$ cat src/rtl/accel_cfg.svh
`ifndef ACCEL_CFG_SVH
`define ACCEL_CFG_SVH

// number of accelerator tiles behind the link
`define ACCEL_NUM_TILES 4

// payload and packet address widths
`define ACCEL_DATA_W 32
`define ACCEL_ADDR_W 16

// request address, low bits pick the register and high bits pick the tile
`define ACCEL_REQ_ADDR_W 4
`define ACCEL_REG_W 2
`define ACCEL_TILE_W (`ACCEL_REQ_ADDR_W - `ACCEL_REG_W)

// destination coordinate widths
`define ACCEL_X_W 4
`define ACCEL_Y_W 4

// collector queue depth per tile, each tile may have this many packets in flight
`define ACCEL_QUEUE_ELS 4
`define ACCEL_CREDIT_MAX `ACCEL_QUEUE_ELS
`define ACCEL_CREDIT_W $clog2(`ACCEL_CREDIT_MAX + 1)

`endif

$ cat src/rtl/accel_pkg.sv
`include "accel_cfg.svh"

package accel_pkg;

   // register select carried in the low request address bits
   typedef enum logic [`ACCEL_REG_W-1:0]
   {
      ACCEL_REG_DEST_ADDR  = 2'd0,
      ACCEL_REG_DEST_COORD = 2'd1,
      ACCEL_REG_FORWARD    = 2'd2
   } accel_reg_e;

   // one incoming data word
   // register 1 reads it as a y/x coordinate, registers 0 and 2 take it raw
   typedef union packed
   {
      logic [`ACCEL_DATA_W-1:0] raw;
      struct packed
      {
         logic [`ACCEL_DATA_W-`ACCEL_Y_W-`ACCEL_X_W-1:0] pad;
         logic [`ACCEL_Y_W-1:0]                          y;
         logic [`ACCEL_X_W-1:0]                          x;
      } coord;
   } accel_word_u;

endpackage

$ cat src/rtl/accel_link_if.sv
`timescale 1ns/1ps
`include "accel_cfg.svh"

// one request or packet link
// the sender holds v and the fields until yumi, and yumi ends the transfer
interface accel_link_if;

   logic                      v;
   logic                      yumi;
   logic [`ACCEL_ADDR_W-1:0]  addr;
   logic [`ACCEL_DATA_W-1:0]  data;
   logic [`ACCEL_X_W-1:0]     dest_x;
   logic [`ACCEL_Y_W-1:0]     dest_y;
   logic [`ACCEL_TILE_W-1:0]  src;

   modport send
   (
      output v, addr, data, dest_x, dest_y, src,
      input  yumi
   );

   modport recv
   (
      input  v, addr, data, dest_x, dest_y, src,
      output yumi
   );

endinterface

$ cat src/rtl/accel_dispatch.sv
`timescale 1ns/1ps
`include "accel_cfg.svh"

module accel_dispatch
   (
      input  logic                          clk_i,
      input  logic                          arst_n_i,
      input  logic                          in_v_i,
      input  logic [`ACCEL_REQ_ADDR_W-1:0]  in_addr_i,
      input  logic [`ACCEL_DATA_W-1:0]      in_data_i,
      output logic                          in_yumi_o,
      accel_link_if.send                    tile_o [`ACCEL_NUM_TILES]
   );

   localparam int n_lp      = `ACCEL_NUM_TILES;
   localparam int reg_w_lp  = `ACCEL_REG_W;
   localparam int tile_w_lp = `ACCEL_TILE_W;
   localparam int addr_w_lp = `ACCEL_ADDR_W;

   logic [tile_w_lp-1:0] tile_sel;
   logic [reg_w_lp-1:0]  reg_sel;
   logic [n_lp-1:0]      tile_yumi;

   assign tile_sel = in_addr_i[`ACCEL_REQ_ADDR_W-1:reg_w_lp];
   assign reg_sel  = in_addr_i[reg_w_lp-1:0];

   for (genvar i = 0; i < n_lp; i++)
   begin : g_tile
      // only the addressed tile sees valid, the rest see the request idle
      assign tile_o[i].v    = in_v_i && (tile_sel == tile_w_lp'(i));
      assign tile_o[i].addr = addr_w_lp'(reg_sel);
      assign tile_o[i].data = in_data_i;

      // request links carry no routing fields
      assign tile_o[i].dest_x = '0;
      assign tile_o[i].dest_y = '0;
      assign tile_o[i].src    = '0;

      assign tile_yumi[i] = tile_o[i].yumi;
   end

   // the unselected tiles hold yumi low, so an or reduction is enough
   assign in_yumi_o = |tile_yumi;

   a_tile_in_range : assert property
   (
      @(posedge clk_i) disable iff (!arst_n_i)
      in_v_i |-> (int'(tile_sel) < n_lp)
   );

   // the tiles must never acknowledge a request that is not offered
   a_yumi_needs_v : assert property
   (
      @(posedge clk_i) disable iff (!arst_n_i)
      in_yumi_o |-> in_v_i
   );

endmodule

$ cat src/rtl/accel_tile.sv
`timescale 1ns/1ps
`include "accel_cfg.svh"

module accel_tile
   import accel_pkg::*;
   (
      input  logic                     clk_i,
      input  logic                     arst_n_i,
      input  logic [`ACCEL_TILE_W-1:0] tile_idx_i,
      accel_link_if.recv               req_i,
      accel_link_if.send               pkt_o,
      input  logic                     credit_i
   );

   localparam int addr_w_lp   = `ACCEL_ADDR_W;
   localparam int reg_w_lp    = `ACCEL_REG_W;
   localparam int credit_w_lp = `ACCEL_CREDIT_W;
   localparam logic [credit_w_lp-1:0] credit_max_lp = credit_w_lp'(`ACCEL_CREDIT_MAX);

   accel_word_u              word;
   accel_reg_e               reg_sel;
   logic                     addr_we;
   logic                     coord_we;
   logic                     fwd_req;
   logic [addr_w_lp-1:0]     dest_addr_r;
   logic [`ACCEL_Y_W-1:0]    dest_y_r;
   logic [`ACCEL_X_W-1:0]    dest_x_r;
   logic [credit_w_lp-1:0]   credit_cnt_r;

   assign word    = req_i.data;
   assign reg_sel = accel_reg_e'(req_i.addr[reg_w_lp-1:0]);

   assign addr_we  = req_i.v && (reg_sel == ACCEL_REG_DEST_ADDR);
   assign coord_we = req_i.v && (reg_sel == ACCEL_REG_DEST_COORD);
   assign fwd_req  = req_i.v && (reg_sel == ACCEL_REG_FORWARD);

   // configuration writes complete at once
   // a forward completes when the collector takes the packet
   assign req_i.yumi = addr_we | coord_we | pkt_o.yumi;

   always_ff @(posedge clk_i or negedge arst_n_i)
   begin
      if (!arst_n_i)
      begin
         dest_addr_r <= '0;
         dest_y_r    <= '0;
         dest_x_r    <= '0;
      end
      else
      begin
         if (addr_we)
         begin
            dest_addr_r <= word.raw[addr_w_lp-1:0];
         end
         if (coord_we)
         begin
            dest_y_r <= word.coord.y;
            dest_x_r <= word.coord.x;
         end
      end
   end

   // outgoing packet, only offered while the collector has room for it
   assign pkt_o.v      = fwd_req && (credit_cnt_r != '0);
   assign pkt_o.addr   = dest_addr_r;
   assign pkt_o.data   = word.raw;
   assign pkt_o.dest_x = dest_x_r;
   assign pkt_o.dest_y = dest_y_r;
   assign pkt_o.src    = tile_idx_i;

   // one credit per free slot in this tile's collector queue
   always_ff @(posedge clk_i or negedge arst_n_i)
   begin
      if (!arst_n_i)
      begin
         credit_cnt_r <= credit_max_lp;
      end
      else if (pkt_o.yumi != credit_i)
      begin
         if (pkt_o.yumi)
         begin
            credit_cnt_r <= credit_cnt_r - 1'b1;
         end
         else
         begin
            credit_cnt_r <= credit_cnt_r + 1'b1;
         end
      end
   end

   a_reg_sel_legal : assert property
   (
      @(posedge clk_i) disable iff (!arst_n_i)
      req_i.v |-> (req_i.addr[reg_w_lp-1:0] != {reg_w_lp{1'b1}})
   );

   a_no_underflow : assert property
   (
      @(posedge clk_i) disable iff (!arst_n_i)
      (credit_cnt_r == '0) |-> !pkt_o.yumi
   );

   // a returned credit never pushes the count past the queue depth
   a_no_overflow : assert property
   (
      @(posedge clk_i) disable iff (!arst_n_i)
      (credit_i && !pkt_o.yumi) |-> (credit_cnt_r < credit_max_lp)
   );

endmodule

$ cat src/rtl/accel_collect.sv
`timescale 1ns/1ps
`include "accel_cfg.svh"

module accel_collect
   (
      input  logic                        clk_i,
      input  logic                        arst_n_i,
      accel_link_if.recv                  pkt_i [`ACCEL_NUM_TILES],
      output logic [`ACCEL_NUM_TILES-1:0] credit_o,
      output logic                        out_v_o,
      output logic [`ACCEL_ADDR_W-1:0]    out_addr_o,
      output logic [`ACCEL_DATA_W-1:0]    out_data_o,
      output logic [`ACCEL_X_W-1:0]       out_dest_x_o,
      output logic [`ACCEL_Y_W-1:0]       out_dest_y_o,
      output logic [`ACCEL_TILE_W-1:0]    out_src_o,
      input  logic                        out_yumi_i
   );

   localparam int n_lp      = `ACCEL_NUM_TILES;
   localparam int tile_w_lp = `ACCEL_TILE_W;
   localparam int els_lp    = `ACCEL_QUEUE_ELS;
   localparam int ptr_w_lp  = $clog2(els_lp);
   localparam int cnt_w_lp  = $clog2(els_lp + 1);
   localparam int pkt_w_lp  = `ACCEL_TILE_W + `ACCEL_Y_W + `ACCEL_X_W
                              + `ACCEL_ADDR_W + `ACCEL_DATA_W;

   logic [n_lp-1:0]                nonempty;
   logic [n_lp-1:0]                pop;
   logic [n_lp-1:0]                credit_r;
   logic [n_lp-1:0][pkt_w_lp-1:0]  head_pkt;
   logic [tile_w_lp-1:0]           rr_ptr_r;
   logic [tile_w_lp-1:0]           search_idx;
   logic [tile_w_lp-1:0]           grant_idx;
   logic [tile_w_lp-1:0]           lock_idx_r;
   logic                           search_v;
   logic                           lock_r;

   function automatic logic [ptr_w_lp-1:0] next_ptr(input logic [ptr_w_lp-1:0] ptr);
      if (ptr == ptr_w_lp'(els_lp - 1))
      begin
         return '0;
      end
      return ptr + 1'b1;
   endfunction

   for (genvar i = 0; i < n_lp; i++)
   begin : g_queue
      logic [pkt_w_lp-1:0]  mem [els_lp];
      logic [ptr_w_lp-1:0]  wr_ptr_r;
      logic [ptr_w_lp-1:0]  rd_ptr_r;
      logic [cnt_w_lp-1:0]  count_r;
      logic                 push;
      logic                 full;

      // the tile only sends with a credit in hand, so every offer is taken
      assign push           = pkt_i[i].v;
      assign pkt_i[i].yumi  = push;
      assign full           = (count_r == cnt_w_lp'(els_lp));
      assign nonempty[i]    = (count_r != '0);
      assign pop[i]         = out_v_o && out_yumi_i && (grant_idx == tile_w_lp'(i));
      assign head_pkt[i]    = mem[rd_ptr_r];

      always_ff @(posedge clk_i)
      begin
         if (push)
         begin
            mem[wr_ptr_r] <= {pkt_i[i].src, pkt_i[i].dest_y, pkt_i[i].dest_x,
                              pkt_i[i].addr, pkt_i[i].data};
         end
      end

      always_ff @(posedge clk_i or negedge arst_n_i)
      begin
         if (!arst_n_i)
         begin
            wr_ptr_r <= '0;
            rd_ptr_r <= '0;
            count_r  <= '0;
         end
         else
         begin
            if (push)
            begin
               wr_ptr_r <= next_ptr(wr_ptr_r);
            end
            if (pop[i])
            begin
               rd_ptr_r <= next_ptr(rd_ptr_r);
            end
            if (push != pop[i])
            begin
               count_r <= push ? count_r + 1'b1 : count_r - 1'b1;
            end
         end
      end

      a_no_push_full : assert property
      (
         @(posedge clk_i) disable iff (!arst_n_i)
         push |-> !full
      );
   end

   // first nonempty queue at or after the round-robin pointer
   always_comb
   begin
      logic [tile_w_lp-1:0] cand;
      search_v   = 1'b0;
      search_idx = rr_ptr_r;
      cand       = rr_ptr_r;
      for (int k = n_lp - 1; k >= 0; k--)
      begin
         cand = tile_w_lp'((int'(rr_ptr_r) + k) % n_lp);
         if (nonempty[cand])
         begin
            search_v   = 1'b1;
            search_idx = cand;
         end
      end
   end

   // once a head is shown it stays until yumi, even if a closer queue fills
   assign grant_idx = lock_r ? lock_idx_r : search_idx;
   assign out_v_o   = lock_r | search_v;

   assign {out_src_o, out_dest_y_o, out_dest_x_o, out_addr_o, out_data_o} = head_pkt[grant_idx];

   always_ff @(posedge clk_i or negedge arst_n_i)
   begin
      if (!arst_n_i)
      begin
         rr_ptr_r   <= '0;
         lock_r     <= 1'b0;
         lock_idx_r <= '0;
         credit_r   <= '0;
      end
      else
      begin
         lock_r     <= out_v_o && !out_yumi_i;
         lock_idx_r <= grant_idx;
         credit_r   <= pop;
         if (out_v_o && out_yumi_i)
         begin
            rr_ptr_r <= tile_w_lp'((int'(grant_idx) + 1) % n_lp);
         end
      end
   end

   assign credit_o = credit_r;

endmodule

$ cat src/rtl/accel_top.sv
`timescale 1ns/1ps
`include "accel_cfg.svh"

module accel_top
   (
      input  logic                          clk_i,
      input  logic                          arst_n_i,

      // request side
      input  logic                          in_v_i,
      input  logic [`ACCEL_REQ_ADDR_W-1:0]  in_addr_i,
      input  logic [`ACCEL_DATA_W-1:0]      in_data_i,
      output logic                          in_yumi_o,

      // packet output side
      output logic                          out_v_o,
      output logic [`ACCEL_ADDR_W-1:0]      out_addr_o,
      output logic [`ACCEL_DATA_W-1:0]      out_data_o,
      output logic [`ACCEL_X_W-1:0]         out_dest_x_o,
      output logic [`ACCEL_Y_W-1:0]         out_dest_y_o,
      output logic [`ACCEL_TILE_W-1:0]      out_src_o,
      input  logic                          out_yumi_i
   );

   localparam int n_lp      = `ACCEL_NUM_TILES;
   localparam int tile_w_lp = `ACCEL_TILE_W;

   accel_link_if req_link [n_lp] ();
   accel_link_if pkt_link [n_lp] ();

   logic [n_lp-1:0] credit;

   accel_dispatch i_accel_dispatch
   (
      .clk_i     (clk_i),
      .arst_n_i  (arst_n_i),
      .in_v_i    (in_v_i),
      .in_addr_i (in_addr_i),
      .in_data_i (in_data_i),
      .in_yumi_o (in_yumi_o),
      .tile_o    (req_link)
   );

   for (genvar i = 0; i < n_lp; i++)
   begin : g_tile
      accel_tile i_accel_tile
      (
         .clk_i      (clk_i),
         .arst_n_i   (arst_n_i),
         .tile_idx_i (tile_w_lp'(i)),
         .req_i      (req_link[i]),
         .pkt_o      (pkt_link[i]),
         .credit_i   (credit[i])
      );
   end

   accel_collect i_accel_collect
   (
      .clk_i        (clk_i),
      .arst_n_i     (arst_n_i),
      .pkt_i        (pkt_link),
      .credit_o     (credit),
      .out_v_o      (out_v_o),
      .out_addr_o   (out_addr_o),
      .out_data_o   (out_data_o),
      .out_dest_x_o (out_dest_x_o),
      .out_dest_y_o (out_dest_y_o),
      .out_src_o    (out_src_o),
      .out_yumi_i   (out_yumi_i)
   );

endmodule

$ cat config.mk
export PLATFORM = sky130hd
export DESIGN_NAME = accel_top
export DESIGN_NICKNAME = d
export VERILOG_FILES = /design/src/rtl/accel_pkg.sv /design/src/rtl/accel_link_if.sv /design/src/rtl/accel_dispatch.sv /design/src/rtl/accel_tile.sv /design/src/rtl/accel_collect.sv /design/src/rtl/accel_top.sv
export VERILOG_INCLUDE_DIRS = /design/src /design/src/rtl
export SDC_FILE = /design/constraint.sdc
export NUM_CORES = 1
export LEC_CHECK = 0
export ABC_CLOCK_PERIOD_IN_PS = 7900
export BUFFER_PORTS_ARGS = -buffer_cell sky130_fd_sc_hd__buf_2
export CAP_MARGIN = 10
export CORE_MARGIN = 2
export CORE_UTILIZATION = 65
export CTS_CLUSTER_SIZE = 40
export DETAILED_ROUTE_END_ITERATION = 16
export PLACE_DENSITY = 0.89
export SLEW_MARGIN = 20
export SYNTH_ARGS = -nofsm -noshare
export SYNTH_HDL_FRONTEND = slang
export SYNTH_SLANG_ARGS = --single-unit
$ cat constraint.sdc
create_clock -name clk_i -period 7.9 [get_ports clk_i]
set_clock_uncertainty 0.15 [all_clocks]
set_input_delay 0.395 -clock clk_i [delete_from_list [all_inputs] [get_ports clk_i]]
set_output_delay 0.395 -clock clk_i [all_outputs]
set_load 0.01 [all_outputs]
==> flow_summary.rst <==
.. list-table::
   :header-rows: 1

   * - Metric
     - Value
   * - Vert. Die Dim
     - 254.2 um
   * - Yosys synthesis warning count
     - 0
   * - Pre-Repair DR Iteration Count
     - 8
   * - Share of layout cells above drive strength 1
     - 30.70%
   * - Initial Util
     - 65.81%
   * - Area of the core region
     - 61,830 um2
   * - Area share of fa/ha/maj cells after synthesis
     - 1.009%
   * - Cell family with the largest share of critical-path delay
     - buffers and inverters
   * - Boundary Pins
     - 100
   * - Overall die width
     - 254.2 um
   * - Combinational family with the most area after synthesis
     - multiplexers
   * - Design internal power
     - 11,590 uW
   * - Buf+Inv Stages, Crit Path
     - 3
   * - Number of nets still failing antenna checks after routing
     - 0
   * - Iteration-0 DRC Markers
     - 3,399
   * - Power density relative to cell area
     - 366.4 nW/um2
   * - Highest ir drop seen on vdd
     - 0.3256 mV
   * - Placed Cells
     - 2,740
   * - Clock root buffer
     - sky130_fd_sc_hd__clkbuf_16
   * - DRC viols
     - 0
   * - Clock Latency Late Sink
     - 0.67 ns
   * - Fin cells
     - 2,950
   * - Post-synth net total
     - 1,937
   * - Die Footprint
     - 64,610 um2
   * - Summed instance area of the synthesized netlist
     - 40,690 um2
   * - Slowest Stage Delay on Critical Path
     - 0.84 ns
   * - Maximum number of pins on one net before global-route repair
     - 80
   * - Port buffer count
     - 99
   * - Type of the worst min-delay path
     - in -> reg
   * - Simple-gate area share of the yosys netlist
     - 1.513%
   * - Share of the synthesized area in compound gates (AO/OA/AOI/OAI)
     - 1.070%
   * - Initial antenna violation count
     - 6
   * - Startpoint kind of the worst setup timing path
     - register
   * - Classification of the worst setup path
     - reg -> out
   * - Part of the total power dissipated in combinational logic
     - 26.4%
   * - Number of global-route vias before repair
     - 22,192
   * - Ordered list of cells on the worst path
     - nor3_1 > nor2_1 > o21ai_0 > a32oi_1 > bufinv_8 > buf_4 > mux2i_1 > mux2i_1 > buf_2
   * - Required time of the worst setup path
     - 7.36 ns
   * - Share of power burned in the clock network
     - 30.8%
   * - RD Place Congestion
     - 0.7701
   * - Clock-pin slew reported for the worst setup and hold paths after clock tree synthesis
     - 0.07 ns
   * - Unrepaired setup endpoints after global routing
     - false
   * - Detailed-placement wirelength estimate
     - 48,930 um
   * - Count of cells resized by post-cts repair
     - 0
   * - H-tree levels
     - 3
   * - Main flop type after synthesis
     - sky130_fd_sc_hd__edfxtp_1
   * - Average cell area after synthesis
     - 21.77 um2
   * - Setup-violating endpoint count in the final report
     - 0
   * - Drt via density
     - 7.157
   * - Area added between synthesis and finish
     - 12.75%
   * - Result of the run
     - finished clean
   * - Critical-path maximum fanout
     - 79
   * - Switching component of the power
     - 5217 uW
   * - Number of clock sinks
     - 1,041
   * - CTS Buf Count
     - 96
   * - Total track usage
     - 34.36%
   * - Arrival time reported for the critical path endpoint
     - 5.12 ns
   * - Sw frac
     - 31.04%
   * - Synth Instances
     - 1,869
   * - Placement Rows
     - 91
   * - Overflow left after global routing
     - 0
   * - Headroom to the max-slew limit
     - 18.42%
   * - Global-route wire length before repair
     - 154,700 um
   * - FMAX
     - 176.5 MHz
   * - Synth async-reset ratio
     - 13.93%
   * - Total Neg Setup Slack
     - 0 ns
   * - Share of the clock period used by the worst path after layout
     - 71.71%
   * - Count of flip-flops with a built-in enable after synthesis
     - 896
   * - Top cell by count, worst path
     - sky130_fd_sc_hd__mux2i_1
   * - Number of buffers between clock root and the deepest sink
     - 3
   * - Average routed wire per standard cell
     - 36.22 um
   * - Share of the yosys chip area belonging to registers
     - 75.06%
   * - Slowest cell on the critical path
     - sky130_fd_sc_hd__buf_4
   * - Worst Setup End Kind
     - output pin
   * - Total leakage power
     - 0.01566 uW
   * - Final hold violations
     - 0
   * - Synthesized flop and latch total
     - 1,041
   * - Final layout net count
     - 2,095
   * - Clock tree from TritonCTS
     - done
   * - Total number of vias
     - 21,114
   * - Final min period
     - 5.665 ns
   * - Share of total power in sequential cells
     - 42.8%
   * - Distinct cell type count of the synthesized netlist
     - 54
   * - Least-Margin Pin Slew
     - 1.224 ns
   * - Max-cap violations
     - 0
   * - Wire length reported by the detailed router
     - 106,800 um
   * - Multiplexer share of the synthesized area
     - 19.55%
   * - Synth Area in XOR/XNOR
     - 0.5013%
   * - Max Slew Vio Count
     - 0
[cell families after synthesis]
group	count (synthesis)
flip-flops	1041
multiplexers	500
AND/OR/NAND/NOR	112
buffers and inverters	110
AO/OA/AOI/OAI	61
adder cells (fa/ha/maj)	28
XOR/XNOR	17
[power groups by stage]
stage / registers (uW) / clock network, uW / logic, uW
final: 7190 / 5170 / 4440
after global routing: 7230 / 5360 / 4650
after CTS: 7170 / 5180 / 4400
after detailed placement: 7250 / 0 / 4220
after global placement: 7180 / 0 / 4040
after floorplan: 6710 / 0 / 3300
[metrics by stage]
| stage | hold WS, ns | worst slack, ns | total power, uW | utilization [%] | instance area [um2] |
|---|---|---|---|---|---|
| after floorplan | -0.05059 | 4.659 | 10010 | - | 40690 |
| after global placement | 0.3270 | 3.474 | 11220 | 68.02 | 42060 |
| after detailed placement | 0.3287 | 3.127 | 11470 | 68.02 | 42060 |
| after CTS | 0.005413 | 2.213 | 16750 | 74.01 | 45760 |
| after global routing | 0.03784 | 2.145 | 17240 | 74.20 | 45870 |
| final | 0.02775 | 2.235 | 16810 | 74.20 | 45870 |
[sequential cells by signal, summed over array words and instances (netlist names)]
name	flops
i_accel_collect.g_queue.wr_ptr_r	8
i_accel_collect.g_queue.count_r	12
g_tile.i_accel_tile.credit_cnt_r	12
i_accel_collect.rr_ptr_r	2
i_accel_collect.lock_idx_r	2
g_tile.i_accel_tile.pkt_o.addr	64
g_tile.i_accel_tile.pkt_o.dest_x	16
i_accel_collect.g_queue.rd_ptr_r	8
i_accel_collect.lock_r	1
g_tile.i_accel_tile.pkt_o.dest_y	16
i_accel_collect.credit_o	4
i_accel_collect.g_queue.mem	896
[cell usage after synthesis (all sizes together) (18+ instances only)]
cell type / n / area (um2)
clkbuf: 62 / 234.0
mux2: 104 / 1186
edfxtp: 896 / 26910
mux4: 224 / 5045
mux2i: 172 / 1722
dfrtp: 141 / 3528
buf: 25 / 195.2
nor2: 18 / 102.6
ha: 20 / 250.2
o21ai: 18 / 90.09
nand2: 34 / 127.6
inv: 22 / 82.58
[final cells by class]
| type | count | area, um2 |
|---|---|---|
| sequential | 1041 | 30570 |
| fill | 2985 | 15950 |
| multi-input combinational | 718 | 9672 |
| clock buffer | 120 | 2564 |
| tap | 837 | 1047 |
| timing repair buffer | 147 | 991.0 |
| clock inverter | 62 | 925.9 |
| inverter | 23 | 100.1 |
| antenna | 2 | 5.005 |
[what timing repair did]
action                     4_1_cts  5_1_grt
setup buffers                    0        0
setup endpoints to repair        0        0
hold endpoints to repair       354        0
hold buffers                    21        0
[per-layer routing]
layer	vias to the layer above	track usage, %	wire length (um)
li1	7973	-	-
met2	1910	56.09	53300
met4	8	19.11	5960
met1	10812	43.46	35270
met3	411	7.808	12260
met5	-	0	49
[worst paths after layout]
path	from	endpoint	slack, ns	depth (start not counted)
setup reg to reg	i_accel_collect.g_queue[0].count_r[2]	i_accel_collect.g_queue[2].count_r[1]	3.33	8
hold / removal	in_data_i[13]	i_accel_collect.g_queue[0].mem[2][13]	0.03	1
min in group asynchronous	arst_n_i	g_tile[1].i_accel_tile.pkt_o.dest_y[3]	0.19	2
setup / recovery	i_accel_collect.g_queue[0].count_r[2]	out_data_o[0]	2.24	9
hold reg to reg	g_tile[2].i_accel_tile.credit_cnt_r[2]	g_tile[2].i_accel_tile.credit_cnt_r[2]	0.34	1
max in group asynchronous	arst_n_i	i_accel_collect.g_queue[3].rd_ptr_r[0]	6.12	3
[layout by cell type (no fill, tap or decap), types with 14 or more instances in the layout]
cell type,count
sky130_fd_sc_hd__clkbuf_1,18
sky130_fd_sc_hd__clkbuf_16,97
sky130_fd_sc_hd__bufinv_16,22
sky130_fd_sc_hd__buf_2,98
sky130_fd_sc_hd__buf_4,22
sky130_fd_sc_hd__nand2_1,34
sky130_fd_sc_hd__mux2_2,100
sky130_fd_sc_hd__ha_1,20
sky130_fd_sc_hd__clkinv_2,14
sky130_fd_sc_hd__nor2_1,15
sky130_fd_sc_hd__inv_1,21
sky130_fd_sc_hd__dlygate4sd3_1,21
sky130_fd_sc_hd__mux2i_1,172
sky130_fd_sc_hd__edfxtp_1,896
sky130_fd_sc_hd__mux4_2,224
sky130_fd_sc_hd__o21ai_0,18
sky130_fd_sc_hd__and2_4,16
sky130_fd_sc_hd__dfrtp_1,133
No activity file was read; power rests on OpenSTA's default activity.
